`src/source/fb_pkg.sv`:
```
// Frame buffer command package
`default_nettype none

package fb_pkg;

    ////////////////////////////////////////////////////////////////////////////
    // Geometry
    ////////////////////////////////////////////////////////////////////////////
    localparam int NUM_ROWS        = 16;
    localparam int NUM_COLS        = 320;
    localparam int BYTES_PER_PIXEL = 2;
    localparam int COL_BYTES       = 2;  // Column bytes on the input stream

    localparam int FB_DEPTH = NUM_ROWS * NUM_COLS * BYTES_PER_PIXEL;

    typedef logic [3:0] row_addr_t;
    typedef logic [8:0] col_addr_t;
    typedef logic [0:0] pix_byte_t;  // Byte index within a pixel
    typedef logic [$clog2(FB_DEPTH)-1:0] fb_index_t;

    typedef struct packed {
        row_addr_t row;
        col_addr_t col;
        pix_byte_t pix;
    } fb_addr_t;

    ////////////////////////////////////////////////////////////////////////////
    // Opcodes and requests
    ////////////////////////////////////////////////////////////////////////////
    typedef enum logic [7:0] {
        OP_WRITE_PIXEL = 8'h01,
        OP_FILL_ROW    = 8'h02
    } opcode_t;

    localparam logic [7:0] OP_WRITE_PIXEL_CODE = OP_WRITE_PIXEL;
    localparam logic [7:0] OP_FILL_ROW_CODE    = OP_FILL_ROW;

    // One byte write toward the frame buffer
    typedef struct packed {
        logic       valid;
        fb_addr_t   addr;
        logic [7:0] data;
    } fb_wr_req_t;

endpackage

`default_nettype wire

```
`src/source/fb_arbiter.sv`:
```
// Frame buffer port arbiter
`timescale 1ns/1ps
`default_nettype none

module fb_arbiter (
    input  logic                clk,
    input  logic                reset,
    input  fb_pkg::fb_wr_req_t  wp_req,
    input  fb_pkg::fb_wr_req_t  fr_req,
    input  logic                rd_req,
    input  fb_pkg::fb_addr_t    rd_addr,
    output logic                fr_grant,
    output logic                rd_grant_q,
    output logic                mem_we,
    output fb_pkg::fb_addr_t    mem_addr,
    output logic [7:0]          mem_wdata
);

    logic rd_grant;

    // Write pixel wins outright, reads take idle cycles only
    assign fr_grant = fr_req.valid && !wp_req.valid;
    assign rd_grant = rd_req && !wp_req.valid && !fr_req.valid
                      && !rd_grant_q;  // Host still holds rd_req in the valid cycle

    always_comb begin
        if (wp_req.valid) begin
            mem_we    = 1'b1;
            mem_addr  = wp_req.addr;
            mem_wdata = wp_req.data;
        end else if (fr_req.valid) begin
            mem_we    = 1'b1;
            mem_addr  = fr_req.addr;
            mem_wdata = fr_req.data;
        end else begin
            mem_we    = 1'b0;
            mem_addr  = rd_addr;
            mem_wdata = fr_req.data;
        end
    end

    // Read data lands one cycle after the grant
    always_ff @(posedge clk) begin
        if (reset) begin
            rd_grant_q <= 1'b0;
        end else begin
            rd_grant_q <= rd_grant;
        end
    end

    a_grant_onehot: assert property (
        @(posedge clk) disable iff (reset) $onehot0({wp_req.valid, fr_grant, rd_grant})
    );

endmodule

`default_nettype wire

```
`config.mk`:
```
export PLATFORM = sky130hd
export DESIGN_NAME = fb_arbiter
export DESIGN_NICKNAME = d
export VERILOG_FILES = /design/src/source/fb_pkg.sv /design/src/source/fb_arbiter.sv
export SDC_FILE = /design/constraint.sdc
export NUM_CORES = 1
export LEC_CHECK = 0
export BUFFER_PORTS_ARGS = -buffer_cell sky130_fd_sc_hd__buf_2
export CORE_MARGIN = 2
export CORE_UTILIZATION = 27
export DETAILED_ROUTE_END_ITERATION = 6
export PLACE_DENSITY = 0.94
export SETUP_SLACK_MARGIN = 0.3
export SYNTH_ARGS = -nofsm -noshare
export SYNTH_HDL_FRONTEND = slang
export SYNTH_SLANG_ARGS = --single-unit
export TNS_END_PERCENT = 30
```
`constraint.sdc`:
```
create_clock -name clk -period 1.7 [get_ports clk]
set_input_delay 0.34 -clock clk [delete_from_list [all_inputs] [get_ports clk]]
set_output_delay 0.34 -clock clk [all_outputs]
set_load 0.005 [all_outputs]
```
# Word-level counts from Yosys, hierarchy flattened

Cells that the tools add are included.

Register bits after elaboration: 1
Input port bits: 63

Multiplexer cells: 5
Reductions and logical operators: 7

Operator list:

| kind              | count |
|---|---|
| 14-bit 2-to-1 mux | 2 |
| 8-bit 2-to-1 mux  | 1 |
| 1-bit logical AND | 4 |
| 1-bit logical NOT | 3 |
| 1-bit 2-to-1 mux  | 2 |

# Logic depth before layout (Yosys ltp)

Word-level depth: 4
Depth in mapped cells: 4
Depth with buffers taken out: 2

# Worst setup path before layout

OpenSTA, ideal clock, no wires.

Kind: input port to output port
Start point: input port fr_req[22] in the netlist's numbering
End point: output port mem_addr[10] in the netlist's numbering
Arrival time: 0.882 ns
Required time: 1.360 ns
Path slack: 0.478 ns
Stages on the path: 4
Cells stage by stage: buf_6 > buf_8 > mux2i_1 > o21ai_0

RTL lines:

| element            | line             | source |
|---|---|---|
| start: declaration | fb_arbiter.sv:9  | `input fb_pkg::fb_wr_req_t fr_req,` |
| end: declaration   | fb_arbiter.sv:15 | `output fb_pkg::fb_addr_t mem_addr,` |

==> summary.md <==
| Metric | Value |
|---|---|
| Outcome | `complete, no violations` |
| Clock skew | `0 ns` |
| Routed wire length | `2180 um` |
| Peak supply drop | `0.0001644 V` |
| Crit path required time | `1.36 ns` |
| Io pins | `88` |
| Lkg Pwr | `0.0005774 uW` |
| Reg with most FFs | `rd_grant_q` |
| # DRC | `0` |
| Worst setup EP type | `primary output` |
| Final Hold Fails | `0` |
| Slowest stage delay, CP | `0.18 ns` |
| Commonest non-fill, non-tap cell in the layout | `buf_2` |
| Initial antenna violation count | `0` |
| Most frequent cells in the layout | `buf_2, nand2_1, mux2i_1` |
| Layout area overhead | `111.1%` |
| Type of the most critical hold path | `reg -> reg` |
| Delay-heaviest family, CP | `buffers and inverters` |
| Post-route cell area | `979.7 sq um` |
| FP Rows | `14` |
| Fin nets | `211` |
| Die Ht | `45.47 um` |
| Slew margin rel. | `0.8587` |
| R2r setup slk | `0.99 ns` |
| Vias | `767` |
| RePlAce Congestion | `0.7487` |
| Crit-path max FO | `7` |
| Antenna cells | `0` |
| DRT iter0 DRCs | `12` |
| Clock latency on the worst-skew pair | `0 ns` |
| Tightest Pin Transition | `0.2097 ns` |
| Largest register FFs | `1` |
| Vias in the first global route | `690` |
| WS Path Type | `in -> out` |
| Maximum clock rate | `735.4 MHz` |
| Hold_ws | `0.5007 ns` |
| Setup tns final | `0 ns` |
| #FFs+latches synth | `1` |
| Wire per inst | `13.46 um` |
| Worst reg2reg startpoint | `rd_grant_q` |
| Crit path buffers/inverters | `3` |
| Critical path launch point | `fr_req[22]` |
| RSZ-0062 raised after global routing | `true` |
| Multi-input gate area | `407.9 sq um` |
| CP Launch Type | `input pin` |
| Total gr overflow | `0` |
| Arrival time worst endpoint | `1.02 ns` |
| Die area | `2067 sq um` |
| Syn Area/Cell | `7.737 sq um` |
| Most Crowded Layer GR | `met2` |
| Largest net degree at the start of global routing | `21` |
| GR met1 Demand/Resource | `0.1840` |
| Final Max Tran Viols | `0` |
| Hold Buf Count CTS | `0` |
| Pre-CTS setup slack | `0.1447 ns` |
| Hold path startpoint | `rd_grant_q` |
| Cell mode on critical path | `buf_12` |
| Initial core utilization | `0.2978` |
| Power Density | `268.9 nW/um^2` |
| Slowest stage cell, crit path | `mux2i_4` |
| DR vias/cell | `4.735` |
| Layout cell share with drive strength beyond 1 | `0.7123` |
| Final worst path period share | `0.7999` |
| Fillers | `142` |
| GR Util met2 | `0.4056` |
| GR Util met3 | `0.007937` |
| Pre-Repair DR Iteration Count | `4` |
| Syn Nets | `123` |
| Unique masters post-synth | `11` |
| Register area | `20.02 sq um` |
| DRT antenna net count | `0` |
| Final setup fails | `0` |
| Worst setup margin | `0.3402 ns` |
| GRT Util Overall | `0.1845` |
| Maxcap violations | `0` |
| First-pass GRT wire length | `2829 um` |
| Cells after DPL | `159` |
| Core area | `1559 sq um` |
| IO buf count | `87` |
| Worst path cell trace | `buf_12, buf_12, mux2i_4, o21ai_2, buf_2` |
| Post-DP Area | `894.6 sq um` |
| Non-filler instance count after layout | `162` |
| Number of synthesis warnings | `0` |
| Synth Cell Area | `464.2 sq um` |
| Syn Inst Count | `60` |
| Clock-pin slew on the worst setup and hold paths | `0 ns` |
| Register area share after synthesis | `0.04313` |
| Largest regs | `rd_grant_q x1` |
| Tmin final | `1.360 ns` |
| Die X | `45.47 um` |
cells in the mapped netlist:
cell type	instances	area (sq um)
buf_2	3	15.01
buf_6	2	22.52
buf_8	1	15.01
dfxtp_1	1	20.02
mux2_2	8	90.09
mux2i_1	14	140.1
nand2_1	14	52.55
nor2b_1	1	6.260
nor4b_4	1	23.77
o21ai_0	14	70.07
or2_4	1	8.760
per-layer routing:
metal | routed length [um] | vias to the layer above | share of wire
met4 | 27 | 0 | 0.012
met5 | 0 | - | 0
met3 | 161 | 4 | 0.074
li1 | - | 385 | -
met2 | 1256 | 46 | 0.58
met1 | 734 | 332 | 0.34
power breakdown:
| part | switching [uW] | internal [uW] |
|---|---|---|
| logic | 92.6 | 145 |
| clock network | 0 | 0 |
| registers | 0.796 | 24.6 |
| total | 93.4 | 170 |
final timing paths:
check                end  cells past startpoint
min reg2reg   rd_grant_q                      1
max reg2reg   rd_grant_q                      1
max          mem_addr[4]                      5
min           rd_grant_q                      1
timing repair:
action / 4_1_cts / 5_1_grt
setup endpoints to repair: 23 / 20
gates resized for setup: 4 / 9
gates cloned: 0 / 1
buffers inserted: 0 / 2
pin swaps: 0 / 1
metrics by stage:
| stage | util | power (uW) |
|---|---|---|
| finish | 0.6284 | 263.4 |
| floorplan | - | 119.6 |
| detailed placement | 0.5738 | 237.8 |
| global placement | 0.5738 | 232.7 |
| global route | 0.6284 | 284.5 |
| CTS | 0.5819 | 242.1 |
cell type report:
class                   count  share of cell area
repair buffers             92              0.5428
multi-input cells          53              0.4163
flip-flops and latches      1             0.02043
well taps                  16             0.02043
cell families after synthesis:
kind of cell,share of synthesized area
AO/OA/AOI/OAI,0.1509
buffers and inverters,0.1132
flip-flops,0.04313
multiplexers,0.4960
AND/OR/NAND/NOR,0.1968
No activity file was read; power rests on OpenSTA's default activity.
