$ cat src/source/fb_pkg.sv
// Frame buffer command package
`default_nettype none

package fb_pkg;

    ////////////////////////////////////////////////////////////////////////////
    // Geometry
    ////////////////////////////////////////////////////////////////////////////
    localparam int NUM_ROWS        = 16;
    localparam int NUM_COLS        = 320;
    localparam int BYTES_PER_PIXEL = 2;
    localparam int COL_BYTES       = 2;  // Column bytes on the input stream

    localparam int FB_DEPTH = NUM_ROWS * NUM_COLS * BYTES_PER_PIXEL;

    typedef logic [3:0] row_addr_t;
    typedef logic [8:0] col_addr_t;
    typedef logic [0:0] pix_byte_t;  // Byte index within a pixel
    typedef logic [$clog2(FB_DEPTH)-1:0] fb_index_t;

    typedef struct packed {
        row_addr_t row;
        col_addr_t col;
        pix_byte_t pix;
    } fb_addr_t;

    ////////////////////////////////////////////////////////////////////////////
    // Opcodes and requests
    ////////////////////////////////////////////////////////////////////////////
    typedef enum logic [7:0] {
        OP_WRITE_PIXEL = 8'h01,
        OP_FILL_ROW    = 8'h02
    } opcode_t;

    localparam logic [7:0] OP_WRITE_PIXEL_CODE = OP_WRITE_PIXEL;
    localparam logic [7:0] OP_FILL_ROW_CODE    = OP_FILL_ROW;

    // One byte write toward the frame buffer
    typedef struct packed {
        logic       valid;
        fb_addr_t   addr;
        logic [7:0] data;
    } fb_wr_req_t;

endpackage

`default_nettype wire

$ cat src/source/cmd_write_pixel.sv
// Write pixel command handler
`timescale 1ns/1ps
`default_nettype none

module cmd_write_pixel (
    input  logic                   clk,
    input  logic                   reset,
    input  logic [7:0]             byte_in,
    input  logic                   enable,
    output fb_pkg::fb_wr_req_t     wr_req,
    output logic                   done
);

    typedef enum logic [1:0] {
        ST_ROW_CAPTURE,
        ST_COLUMN_CAPTURE,
        ST_PIXEL_BYTES,
        ST_DONE
    } wp_state_t;

    localparam int COL_CNT_W = $clog2(fb_pkg::COL_BYTES);

    wp_state_t                       state;
    fb_pkg::row_addr_t               row;
    logic [fb_pkg::COL_BYTES*8-1:0]  col_bits;     // Full column as sent
    logic [COL_CNT_W-1:0]            col_byte_cnt;
    fb_pkg::pix_byte_t               pix;
    logic                            col_in_range;

    // Wide compare so columns past the address width are caught too
    assign col_in_range = (col_bits < fb_pkg::NUM_COLS);

    ////////////////////////////////////////////////////////////////////////////
    // Command FSM
    ////////////////////////////////////////////////////////////////////////////
    always_ff @(posedge clk) begin
        if (reset) begin
            state        <= ST_ROW_CAPTURE;
            col_byte_cnt <= '0;
            pix          <= '0;
            done         <= 1'b0;
            wr_req.valid <= 1'b0;
        end else begin
            wr_req.valid <= 1'b0;  // Single-cycle request
            case (state)
                ST_ROW_CAPTURE: begin
                    if (enable) begin
                        row          <= fb_pkg::row_addr_t'(byte_in);
                        col_byte_cnt <= '0;
                        state        <= ST_COLUMN_CAPTURE;
                    end
                end
                ST_COLUMN_CAPTURE: begin
                    if (enable) begin
                        // Little endian, LSB arrives first
                        col_bits[col_byte_cnt*8 +: 8] <= byte_in;
                        if (col_byte_cnt == COL_CNT_W'(fb_pkg::COL_BYTES - 1)) begin
                            pix   <= fb_pkg::pix_byte_t'(fb_pkg::BYTES_PER_PIXEL - 1);
                            state <= ST_PIXEL_BYTES;
                        end else begin
                            col_byte_cnt <= col_byte_cnt + 1'b1;
                        end
                    end
                end
                ST_PIXEL_BYTES: begin
                    if (enable) begin
                        wr_req.valid    <= col_in_range;  // Bad column writes nothing
                        wr_req.addr.row <= row;
                        wr_req.addr.col <= fb_pkg::col_addr_t'(col_bits);
                        wr_req.addr.pix <= pix;
                        wr_req.data     <= byte_in;
                        if (pix == '0) begin
                            done  <= 1'b1;
                            state <= ST_DONE;
                        end else begin
                            pix <= pix - 1'b1;  // Highest byte index first
                        end
                    end
                end
                ST_DONE: begin
                    done  <= 1'b0;
                    state <= ST_ROW_CAPTURE;
                end
                default: state <= ST_ROW_CAPTURE;
            endcase
        end
    end

    ////////////////////////////////////////////////////////////////////////////
    // Checks
    ////////////////////////////////////////////////////////////////////////////
    // Relies on host strobe spacing, the arbiter never holds this request
    a_req_single_cycle: assert property (
        @(posedge clk) disable iff (reset) wr_req.valid |=> !wr_req.valid
    );

endmodule

`default_nettype wire

$ cat config.mk
export PLATFORM = sky130hd
export DESIGN_NAME = cmd_write_pixel
export DESIGN_NICKNAME = d
export VERILOG_FILES = /design/src/source/fb_pkg.sv /design/src/source/cmd_write_pixel.sv
export SDC_FILE = /design/constraint.sdc
export NUM_CORES = 1
export LEC_CHECK = 0
export ABC_AREA = 1
export BUFFER_PORTS_ARGS = -buffer_cell sky130_fd_sc_hd__buf_4
export CAP_MARGIN = 10
export CORE_AREA = 4 4 68 70
export DETAILED_ROUTE_END_ITERATION = 10
export DIE_AREA = 0 0 72 74
export PLACE_DENSITY = 0.72
export RECOVER_POWER = 25
export SYNTH_ARGS = -nofsm -noshare
export SYNTH_HDL_FRONTEND = slang
export SYNTH_SLANG_ARGS = --single-unit
$ cat constraint.sdc
create_clock -name clk -period 2.64 [get_ports clk]
set_clock_uncertainty 0.2 [all_clocks]
set_input_delay 0.132 -clock clk [delete_from_list [all_inputs] [get_ports clk]]
set_output_delay 0.132 -clock clk [all_outputs]
set_load 0.01 [all_outputs]
# --- After elaboration in Yosys (flattened, before gate mapping) ---
# Cells that the tools add are included.
totals:
  regBits: 48
  out_inout_bits: 24
  wordCells: 59
op_classes:
  n_addsub: 3
  magnitude_cmp: 1
  n_eq_ne: 8
  shifts: 2
  mux: 19
  bitwise_logic: 3
  n_reduce_logical: 12
ops:
  columns: ["op", "n"]
  rows:
  - ["4-bit negation with 34-bit output", 1]
  - ["8-bit by 34-bit variable shift with 16-bit output, first input constant", 1]
  - ["8-bit by 34-bit variable part select with 16-bit output", 1]
  - ["16-bit bitwise mux", 1]
  - ["16-bit by 9-bit < comparator with 1-bit output, second input constant", 1]
  - ["3-bit AND reduction", 5]
  - ["2-bit two-way mux", 5]
  - ["2-bit inequality test, second input constant", 5]
  - ["1-bit two-way mux", 9]
  - ["2-bit case mux with 4 select lines", 1]
  - ["1-bit case mux with 2 select lines", 3]
  - ["2-bit nonzero test", 3]
  - ["5-bit AND reduction", 1]
  - ["2-bit equality test, second input constant", 2]
  - ["4-bit AND reduction", 1]
  - ["1-bit inverter", 3]
  - ["3-bit OR reduction", 1]
  - ["2-bit by 1-bit equality test with 1-bit output, second input constant", 1]
  - ["2-bit logical NOT", 1]
  - ["1-bit adder, second input constant", 1]
  - ["1-bit subtractor, second input constant", 1]

# --- Logic depth before layout (Yosys ltp) ---
depth:
  word_depth: 4
  ltp_mapped: 8
  ltp_nobuf: 8

# --- Worst setup path after synthesis ---
# OpenSTA, ideal clock, no wires.
synth_timing:
  path_kind: "register -> register"
  start: "reg state[0]"
  end: "reg wr_req[0] (netlist name) (enable)"
  setup_ps: 369
  arrival_time_ps: 1045
  required_ps: 2071
  path_slack_ps: 1026
  stages_incl_launch_ff: 5
  n_path_buf: 0
  path_cell_list: "dfxtp_1 > inv_1 > ha_1 > inv_1 > nor2_4"
synth_between:
  elab_chain_len: 2
synth_lines:
  columns: ["element", "line_no", "rtl"]
  rows:
  - ["from (decl)", "cmd_write_pixel.sv:23", "wp_state_t state;"]
  - ["from (signal assigned)", "cmd_write_pixel.sv:38", "state <= ST_ROW_CAPTURE;"]
  - ["from (signal assigned)", "cmd_write_pixel.sv:50", "state <= ST_COLUMN_CAPTURE;"]
  - ["from (signal assigned)", "cmd_write_pixel.sv:59", "state <= ST_PIXEL_BYTES;"]
  - ["2-bit equality test", "cmd_write_pixel.sv:45", "case (state)"]
  - ["3-bit AND reduction (no source line)", null, null]
  - ["to (decl)", "cmd_write_pixel.sv:10", "output fb_pkg::fb_wr_req_t wr_req,"]
# No other way between the ends.
# A chain may end at the register's enable or synchronous reset.

# --- Final worst setup path ---
layout_timing:
  start: "reg state[1]"
  end: "reg col_bits[2] (netlist name) (enable)"
layout_between:
  elab_chain_len: 2
layout_lines:
  columns: ["element", "line_no", "rtl"]
  rows:
  - ["2-bit by 1-bit equality test with 1-bit output", "cmd_write_pixel.sv:45", null]
  - ["3-bit AND reduction (no source line)", null, null]
  - ["to (signal, indexed assignment)", "cmd_write_pixel.sv:56", "col_bits[col_byte_cnt*8 +: 8] <= byte_in;"]
  - ["to (decl)", "cmd_write_pixel.sv:25", "logic [fb_pkg::COL_BYTES*8-1:0] col_bits;"]
# No other way between the ends.

==> run metrics <==
post-DP HPWL=2.02 mm; largest family of logic cells by synthesized area=simple AND/OR/NAND/NOR gates; Max Cap Violations=0; Antenna Nets Post-Route=0; Yosys reg bits=48; number of flops mapped to enable cells by yosys=42; count leader, synth=edfxtp_1; Async SR Flop Fraction=0; Starting Density=0.448; P_sw=0.435 mW; CP max stage cell=nor2_1; gr ovfl total=0; Vias=1070; post-synthesis compound-gate area fraction=0.0239; routability cong.=0.895; delay-heaviest family, CP=simple AND/OR/NAND/NOR gates; clk_lat worst skew=300 ps; Tmin final=1840 ps; Top FF cell, synth=edfxtp_1; Num CTS Buffers=5; Pwr per Cell Area=802 mW/mm²; post-synthesis adder-cell area fraction=0.0281; clk buf depth=2; Initial DRT Pass Iterations=4; P_int=1.40 mW; sequential power share=0.508; worst slew pin tran=691 ps; outcome=finished clean; Cell variety after synth=19; fraction of synthesized area in multiplexers=0; Static Leak=0.945 nW; clock share of power=0.333; crit path max fanout=8; Critical Path Max Stage Delay=530 ps; cell count after synthesis=132; Final Max Tran Viols=0; fin nets=197; CP cell instances=inv_1 > ha_1 > nand2_2 > nor2_1; synth cell count leaders=42 x edfxtp_1, 22 x inv_1, 18 x nand2_1, 17 x nor2_1, 6 x dfxtp_1; Routed Wire Length=2.77 mm; Die Wd=72 µm; DRC=0; # clock sinks=48; layout cells sized above 1=0.219; Die ar.=0.00533 mm²; global-route wire length before repair=5.00 mm; Startpoint Class=register; Cell Area, Synth=0.00178 mm²; Final Instance Count excl. Fillers=233; Ys Warns=0; Worst setup EP type=register; WL/cell=11.9 µm; worst hold path type=register to register; Setup CP Type=register to register; Arrival @ worst endpoint=1580 ps; row cnt=23; Synth area leaders=edfxtp_1 71%, dfxtp_1 6.8%, inv_1 4.6%; vias in the first global route=1131; Comb pwr share=0.159; htree depth=2; port bufs=34; xor/xnor cell area share of the yosys netlist=0; I/O pins=35; Synth top area share=0.709; Syn Area/Cell=13.5 µm²; placed instance count=215; CTS resizes=0; peak supply drop=0.430 mV; post-synthesis sequential area ratio=0.776; relative slew slack=0.539; diode count=0; DRT iter0 DRCs=37; Min Hold Slack=222 ps; antenna violations before repair=0; Fin. Hold Viols=0; TritonCTS clock tree=done; vias per inst=4.59; die height=74 µm; # setup viols final=0; clk root buf=clkbuf_8; Bufs and invs on worst path=1; core footprint=0.00397 mm²; fin crit share=0.698; clock-pin slew on the worst setup and hold paths=90 ps; Req. time, crit path=2370 ps; RSZ-0062 raised after global routing=false; area leader, netlist=edfxtp_1; FMAX=543 MHz; GRT Total Usage=0.127; pin count of the biggest net entering global routing=24; Simple-Gate Fraction of Synth Area=0.108; syn_nets=147; Setup TNS=0 ps; area grow syn2layout=28.6%; Net Sw Frac=0.237
==> metrics by stage <==
stage	setup slack [ps]	area, µm²	utilization	power (mW)
3_5_place_dp	794	2090	0.526	1.24
6_report	797	2290	0.576	1.84
2_1_floorplan	1030	1780	-	1.14
5_1_grt	648	2290	0.576	1.95
3_3_place_gp	879	2090	0.526	1.21
4_1_cts	783	2330	0.586	1.86
==> cell families (layout without fill, tap and decap cells) <==
logic type                 Yosys count  in the layout
DFF                                 48             48
and+or+nand+nor                     45             45
buffers and inverters               27             78
AOI/OAI and AO/OA                    8              8
adders and majority gates            4              4
==> metal layers <==
layer	wire length [µm]	vias up	global-route usage
li1	-	527	-
met1	1050	501	0.134
met2	1440	33	0.217
met3	212	9	0.0541
met4	74	0	0.0668
met5	0	-	0
==> sequential cells by signal, indices dropped and copies added (netlist names) <==
| register | count |
|---|---|
| wr_req | 23 |
| pix | 1 |
| state | 2 |
| col_byte_cnt | 1 |
| row | 4 |
| col_bits | 16 |
| done | 1 |
==> cell type report <==
| cell class | count | area (µm²) |
|---|---|---|
| fill | 323 | 1680 |
| timing repair buffer | 45 | 325 |
| clock inverter | 3 | 68.8 |
| clock buffer | 5 | 68.8 |
| inverter | 25 | 96.3 |
| multi-input combinational | 57 | 285 |
| tap | 50 | 62.6 |
| sequential | 48 | 1380 |
==> cell usage in the layout, fill, tap and decap left out, drive strengths merged, types with 2 or more instances in the layout <==
cell type    instances
edfxtp              42
inv                 26
buf                 25
nand2               20
nor2                19
clkbuf              15
dlygate4sd3         10
dfxtp                6
a21oi                4
nand3                4
ha                   4
o21ai                3
bufinv               2
==> worst paths after layout <==
kind,from,endpoint,slack [ps],depth (start not counted)
setup / recovery,state[1],col_bits[2],800,4
setup reg to reg,state[1],col_bits[2],800,4
hold reg to reg,col_bits[2],wr_req[11],220,0
hold / removal,col_bits[2],wr_req[11],220,0
==> power groups by stage <==
stage          registers (mW)  clock network, mW  logic (mW)
5_1_grt                 0.943              0.677       0.333
3_3_place_gp            0.947                  0       0.268
4_1_cts                 0.934              0.624       0.302
3_5_place_dp            0.951                  0       0.290
2_1_floorplan           0.958                  0       0.181
6_report                0.933              0.612       0.292
==> timing repair <==
action | 4_1_cts | 5_1_grt
hold buffers | 10 | 0
endpoints found under the hold margin | 33 | 0
buffers inserted | 0 | 0
No activity file was read; power rests on OpenSTA's default activity.
