===== config.mk =====
export PLATFORM = sky130hd
export DESIGN_NAME = cmd_dispatch
export DESIGN_NICKNAME = d
export VERILOG_FILES = /design/src/source/fb_pkg.sv /design/src/source/cmd_dispatch.sv
export SDC_FILE = /design/constraint.sdc
export NUM_CORES = 1
export LEC_CHECK = 0
export ABC_AREA = 1
export BUFFER_PORTS_ARGS = -buffer_cell sky130_fd_sc_hd__buf_2
export CORE_AREA = 2 2 39 41
export CTS_CLUSTER_SIZE = 12
export DETAILED_ROUTE_END_ITERATION = 8
export DIE_AREA = 0 0 41 43
export HOLD_SLACK_MARGIN = 0.15
export PLACE_DENSITY_LB_ADDON = 0.3
export SLEW_MARGIN = 15
export SYNTH_ARGS = -nofsm -noshare
export SYNTH_HDL_FRONTEND = slang
export SYNTH_SLANG_ARGS = --single-unit

===== constraint.sdc =====
create_clock -name clk -period 2.5 [get_ports clk]
set_input_delay 0 -clock clk [delete_from_list [all_inputs] [get_ports clk]]
set_output_delay 0 -clock clk [all_outputs]
set_load 0.05 [all_outputs]

===== src/source/fb_pkg.sv =====
// Frame buffer command package
`default_nettype none

package fb_pkg;

    ////////////////////////////////////////////////////////////////////////////
    // Geometry
    ////////////////////////////////////////////////////////////////////////////
    localparam int NUM_ROWS        = 16;
    localparam int NUM_COLS        = 320;
    localparam int BYTES_PER_PIXEL = 2;
    localparam int COL_BYTES       = 2;  // Column bytes on the input stream

    localparam int FB_DEPTH = NUM_ROWS * NUM_COLS * BYTES_PER_PIXEL;

    typedef logic [3:0] row_addr_t;
    typedef logic [8:0] col_addr_t;
    typedef logic [0:0] pix_byte_t;  // Byte index within a pixel
    typedef logic [$clog2(FB_DEPTH)-1:0] fb_index_t;

    typedef struct packed {
        row_addr_t row;
        col_addr_t col;
        pix_byte_t pix;
    } fb_addr_t;

    ////////////////////////////////////////////////////////////////////////////
    // Opcodes and requests
    ////////////////////////////////////////////////////////////////////////////
    typedef enum logic [7:0] {
        OP_WRITE_PIXEL = 8'h01,
        OP_FILL_ROW    = 8'h02
    } opcode_t;

    localparam logic [7:0] OP_WRITE_PIXEL_CODE = OP_WRITE_PIXEL;
    localparam logic [7:0] OP_FILL_ROW_CODE    = OP_FILL_ROW;

    // One byte write toward the frame buffer
    typedef struct packed {
        logic       valid;
        fb_addr_t   addr;
        logic [7:0] data;
    } fb_wr_req_t;

endpackage

`default_nettype wire


===== src/source/cmd_dispatch.sv =====
// Command opcode dispatcher
`timescale 1ns/1ps
`default_nettype none

module cmd_dispatch (
    input  logic       clk,
    input  logic       reset,
    input  logic [7:0] byte_in,
    input  logic       byte_valid,
    input  logic       wp_done,
    input  logic       fr_done,
    input  logic       fr_busy,
    output logic       wp_enable,
    output logic       fr_enable,
    output logic       busy
);

    typedef enum logic [1:0] {
        ST_IDLE,
        ST_WRITE_PIXEL,
        ST_FILL_ROW
    } dispatch_state_t;

    dispatch_state_t state;

    ////////////////////////////////////////////////////////////////////////////
    // Opcode decode
    ////////////////////////////////////////////////////////////////////////////
    always_ff @(posedge clk) begin
        if (reset) begin
            state <= ST_IDLE;
        end else begin
            case (state)
                ST_IDLE: begin
                    if (byte_valid) begin
                        case (byte_in)
                            fb_pkg::OP_WRITE_PIXEL_CODE: state <= ST_WRITE_PIXEL;
                            fb_pkg::OP_FILL_ROW_CODE:    state <= ST_FILL_ROW;
                            default:                     state <= ST_IDLE;  // Dropped
                        endcase
                    end
                end
                ST_WRITE_PIXEL: begin
                    if (wp_done) begin
                        state <= ST_IDLE;
                    end
                end
                ST_FILL_ROW: begin
                    if (fr_done) begin
                        state <= ST_IDLE;
                    end
                end
                default: state <= ST_IDLE;
            endcase
        end
    end

    // Bytes after the opcode go to the active handler
    assign wp_enable = byte_valid && (state == ST_WRITE_PIXEL);
    assign fr_enable = byte_valid && (state == ST_FILL_ROW);

    // Handler still finishing, host must hold off
    assign busy = wp_done || fr_busy;

    ////////////////////////////////////////////////////////////////////////////
    // Checks
    ////////////////////////////////////////////////////////////////////////////
    // Host has no flow control, so a strobe while busy would be lost
    a_no_strobe_when_busy: assert property (
        @(posedge clk) disable iff (reset) !(byte_valid && busy)
    );

endmodule

`default_nettype wire


**Word level (Yosys, flattened, before mapping)**

Cells that the tools add are included.

- Add/sub/neg operators: 0
- $mul: 0
- Divide/modulo/power cells: 0
- $lt $le $gt $ge: 0
- Eq/ne operators: 7
- Shifts and indexed selects: 0
- Multiplexer cells: 5
- Bitwise operators: 0
- Reductions and logical operators: 5

Operators with widths:

| cell | count |
|---|---|
| $eq 8x1->1 const B | 1 |
| $eq 8x2->1 const B | 1 |
| $mux 2 | 3 |
| $ne 2x2->1 const B | 3 |
| $pmux 2 s3 | 1 |
| $pmux 2 s2 | 1 |
| $reduce_and 3->1 | 1 |
| $eq 2x1->1 const B | 1 |
| $eq 2x2->1 const B | 1 |
| $logic_and 1x1->1 | 2 |
| $logic_not 2->1 | 1 |
| $logic_or 1x1->1 | 1 |

- Flip-flop bits (word level): 2
- Bits in latches: 0
- Memory bits (writable): 0
- Bits in read-only memories: 0
- Bits of input ports: 14
- Output and inout bits: 3
- Word-level logic and storage cells: 18
- Memories: 0

**Depth between registers and ports, before layout**

- Word-level depth: 4
- Gate-level depth with buffers: 7
- Depth with buffers taken out: 7

**Worst setup path before layout**

OpenSTA, ideal clock, no wires.

- Path type: reg-to-output
- Start point: register state[1]
- End point: output port fr_enable
- Arrival: 1.536 ns
- Data required time: 2.500 ns
- Path slack: 0.964 ns
- Stages on the path, launching flop included: 3
- Buffers on the path: 0
- Cells stage by stage: dfxtp_1 -> inv_1 -> nor3_1

- Cells in the longest elaborated chain, start to end: 2

Ends and longest elaborated chain:

| element | line | RTL |
|---|---|---|
| start, declared | cmd_dispatch.sv:24 | `dispatch_state_t state;` |
| start signal, assigned | cmd_dispatch.sv:31 | `state <= ST_IDLE;` |
| start signal, assigned | cmd_dispatch.sv:37 | `fb_pkg::OP_WRITE_PIXEL_CODE: state <= ST_WRITE_PIXEL;` |
| start signal, assigned | cmd_dispatch.sv:38 | `fb_pkg::OP_FILL_ROW_CODE: state <= ST_FILL_ROW;` |
| $eq 2x2->1 | cmd_dispatch.sv:60 | `assign fr_enable = byte_valid && (state == ST_FILL_ROW);` |
| $logic_and 1x1->1 | cmd_dispatch.sv:60 |  |
| end, declared | cmd_dispatch.sv:14 | `output logic fr_enable,` |

Every way passes these cells.

**Final worst setup path**

- Start point: input port byte_in[1]
- End point: register state[0]

- Cells in the longest elaborated chain, start to end: 4
- Elaborated cells on any way between the ends: 5

Ends and longest elaborated chain:

| element | line | RTL |
|---|---|---|
| start, declared | cmd_dispatch.sv:8 | `input logic [7:0] byte_in,` |
| $eq 8x2->1 or $eq 8x1->1 (tied branches) | cmd_dispatch.sv:36 | `case (byte_in)` |
| $pmux 2 s2 * | cmd_dispatch.sv:36 |  |
| $mux 2 * | cmd_dispatch.sv:35 | `if (byte_valid) begin` |
| $pmux 2 s3 * | cmd_dispatch.sv:33 | `case (state)` |
| end signal, assigned | cmd_dispatch.sv:37 |  |
| end signal, assigned | cmd_dispatch.sv:38 |  |
| end signal, assigned | cmd_dispatch.sv:39 | `default: state <= ST_IDLE;` |

Every way passes the cells marked *; elsewhere a longest branch is shown, timed or not. The select of a mux whose other input is x is not followed.
A chain may end at the register's enable or synchronous reset.

==> flow_metrics.env <==
export IMPL_outcome="finished, final reports clean"
export IMPL_cts_root_buf="clkbuf_4"
export IMPL_synth_top_cell_area_share_pct=18.2
export IMPL_clockPowerShare_pct=48.0
export IMPL_swShare_pct=28.4
export IMPL_clock_latency_ns=0.22
export IMPL_worstSetupEndpointType="flop"
export IMPL_ant_nets=0
export IMPL_drt_iter0_drc=2
export IMPL_cts_buffer_depth=2
export IMPL_syn_nets=55
export IMPL_pwr_density_cell_nw_per_um2=377
export IMPL_synth_commonest_cells="10 x inv_1, 8 x nand2_1, 5 x nor2_1, 3 x nand3_1, 3 x nor2_2"
export IMPL_grt_antenna_before_repair=0
export IMPL_grt_max_degree=6
export IMPL_clock_sinks=2
export IMPL_dp_cells=73
export IMPL_leakagePower_nw=0.216
export IMPL_p_switching_mw=0.0421
export IMPL_synth_most_common_cell="inv_1"
export IMPL_path_delay_family="buffers and inverters"
export IMPL_synth_seq_area_share_pct=18.2
export IMPL_critPathMaxFanout=2
export IMPL_ys_flop_type="dfxtp_1"
export IMPL_grt_pass1_vias=241
export IMPL_fmax_mhz=418
export IMPL_comb_power_share_pct=28.1
export IMPL_post_route_min_period_ns=2.39
export IMPL_cp_num_buf_inv=5
export IMPL_cp_slowest_cell="dlygate4sd3_1"
export IMPL_fp_dieH_um=43
export IMPL_ioPinCount=17
export IMPL_syn_area_per_cell_um2=5.37
export IMPL_synth_distinct_cells=14
export IMPL_top_regs="state: 2 flops"
export IMPL_ir_drop_uv=188
export IMPL_synth_edff_count=0
export IMPL_finalClockSkew_ns=0.00493
export IMPL_r2r_worst_path_cells=7
export IMPL_power_frac_seq_pct=23.9
export IMPL_period_share_pct=95.6
export IMPL_crit_top_cell="dlygate4sd3_1"
export IMPL_finalInstanceArea_um2=393
export IMPL_tritoncts="yes"
export IMPL_final_cells=81
export IMPL_cap_viol_max_count=0
export IMPL_final_nets=81
export IMPL_p_int_mw=0.106
export IMPL_async_flop_share_pct=0
export IMPL_path_cells="dlygate4sd3_1 -> buf_2 -> nor2_1 -> dlygate4sd3_1 -> nand2_1 -> dlygate4sd3_1 -> a21oi_1 -> dlygate4sd3_1"
export IMPL_yosys_warnings=0
export IMPL_viasPerCell=3.69
export IMPL_rsz0062_at_grt="no"
export IMPL_max_slew_margin_rel_pct=83.4
export IMPL_grt_pass1_wl_um=821
export IMPL_worst_endpoint_required_ns=2.66
export IMPL_cts_htree_levels=1
export IMPL_crit_path_max_incr_delay_ns=0.55
export IMPL_tns_ns=0
export IMPL_start_util_pct=15.9
export IMPL_cts_hold_buf=5
export IMPL_synth_seq_cells=2
export IMPL_hp_class="input port to flop"
export IMPL_die_area_um2=1760
export IMPL_port_buffer_count=16
export IMPL_setup_viol=0
export IMPL_syn_cell_area_um2=220
export IMPL_area_growth_synth_to_final_pct=78.4
export IMPL_rows=14
export IMPL_drc_errors=0
export IMPL_worst_pin_slew_ns=0.250
export IMPL_core_um2=1380
export IMPL_synth_area_top_cells="dfxtp_1 18%, inv_1 17%, nand2_1 14%"
export IMPL_gp_congestion=0.691
export IMPL_post_cts_buffers=0
export IMPL_post_synth_top_area_cell="dfxtp_1"
export IMPL_grt_overflow_total=0
export IMPL_synthCells=41
export IMPL_regMostFlops="state"
export IMPL_dr_pass1_iters=4
export IMPL_critical_path_class="input port to flop"
export IMPL_cp_arrival_ns=2.55
export IMPL_antenna_cells=0
export IMPL_clkTransAtPathRegs_ns=0.03
export IMPL_drv_slew=0
export IMPL_route_vias_total=299
export IMPL_whs_path_depth=8
export IMPL_drive_above_1_share_pct=41.5
export IMPL_start_kind="input port"
export IMPL_grt_usage_pct=7.01
export IMPL_drt_wl_total_um=537
export IMPL_placed_cell_area_um2=320
export IMPL_wl_per_cell_um=6.63
export IMPL_largest_reg_flops=2
export IMPL_finalHoldViolCount=0
export IMPL_path_depth=8
export IMPL_dp_hpwl_um=450
export IMPL_cts_made_buffers=3
export IMPL_cts_resized=0
export IMPL_fp_dieW_um=41
[power by group through the flow]
stage	Clock, mW	Sequential, mW	Combinational, mW
2_1_floorplan	0	0.0355	0.0243
3_3_place_gp	0	0.0356	0.0386
3_5_place_dp	0	0.0357	0.0385
4_1_cts	0.0766	0.0353	0.0422
5_1_grt	0.0797	0.0354	0.0467
6_report	0.0711	0.0353	0.0417
[cell families after synthesis]
kind of cell	share of synthesized area [%]
compound gates	4.54
buf+inv	18.8
flops	18.2
simple gates	58.5
[metal layers]
metal / GRT usage [%] / vias to the layer above / routed length (um)
li1: - / 171 / -
met1: 8.92 / 121 / 239
met2: 9.38 / 7 / 271
met3: 1.57 / 0 / 26
met4: 6.00 / 0 / 0
met5: 0 / - / 0
[final cells by class]
cell class / instances / area, um^2
Inverter: 11 / 41.3
Fill cell: 163 / 991
Tap cell: 16 / 20.0
Clock buffer: 3 / 22.5
Sequential cell: 2 / 40.0
Timing Repair Buffer: 21 / 130
Multi-Input combinational cell: 28 / 139
[cell usage in the layout, fill, tap and decap left out]
master | synthesis | final
clkbuf_4 | 0 | 3
nor3_1 | 2 | 2
nand2_2 | 2 | 2
dfxtp_1 | 2 | 2
or2_2 | 1 | 1
nor2_1 | 5 | 5
nand3b_1 | 1 | 1
nor2_2 | 3 | 3
o21ai_1 | 1 | 1
nand3_1 | 3 | 3
nand2_1 | 8 | 8
inv_1 | 10 | 10
inv_2 | 1 | 1
nor3_2 | 1 | 1
a21oi_1 | 1 | 1
buf_2 | 0 | 16
dlygate4sd3_1 | 0 | 5
[worst min-delay path, delay by kind of cell]
kind	cells	cell delay [ns]
buffers and inverters	1	0.08
and+or+nand+nor	7	0.31
[path summary, 6_finish.rpt]
kind                    from       end  slack, ns
hold reg to reg     state[1]  state[1]       0.63
setup reg to reg    state[1]  state[0]       0.47
hold / removal    byte_in[2]  state[1]       0.21
setup / recovery  byte_in[1]  state[0]       0.11
[per-stage QoR]
stage               power, mW  util [%]  hold slack, ns  worst slack [ns]
floorplan              0.0598         -           0.169             0.964
global placement       0.0742      23.1           0.273              1.55
detailed placement     0.0742      23.1           0.265              1.54
CTS                     0.154      28.4           0.199             0.120
global route            0.162      28.4           0.252            0.0235
finish                  0.148      28.4           0.208             0.110
No activity file was read; power rests on OpenSTA's default activity.
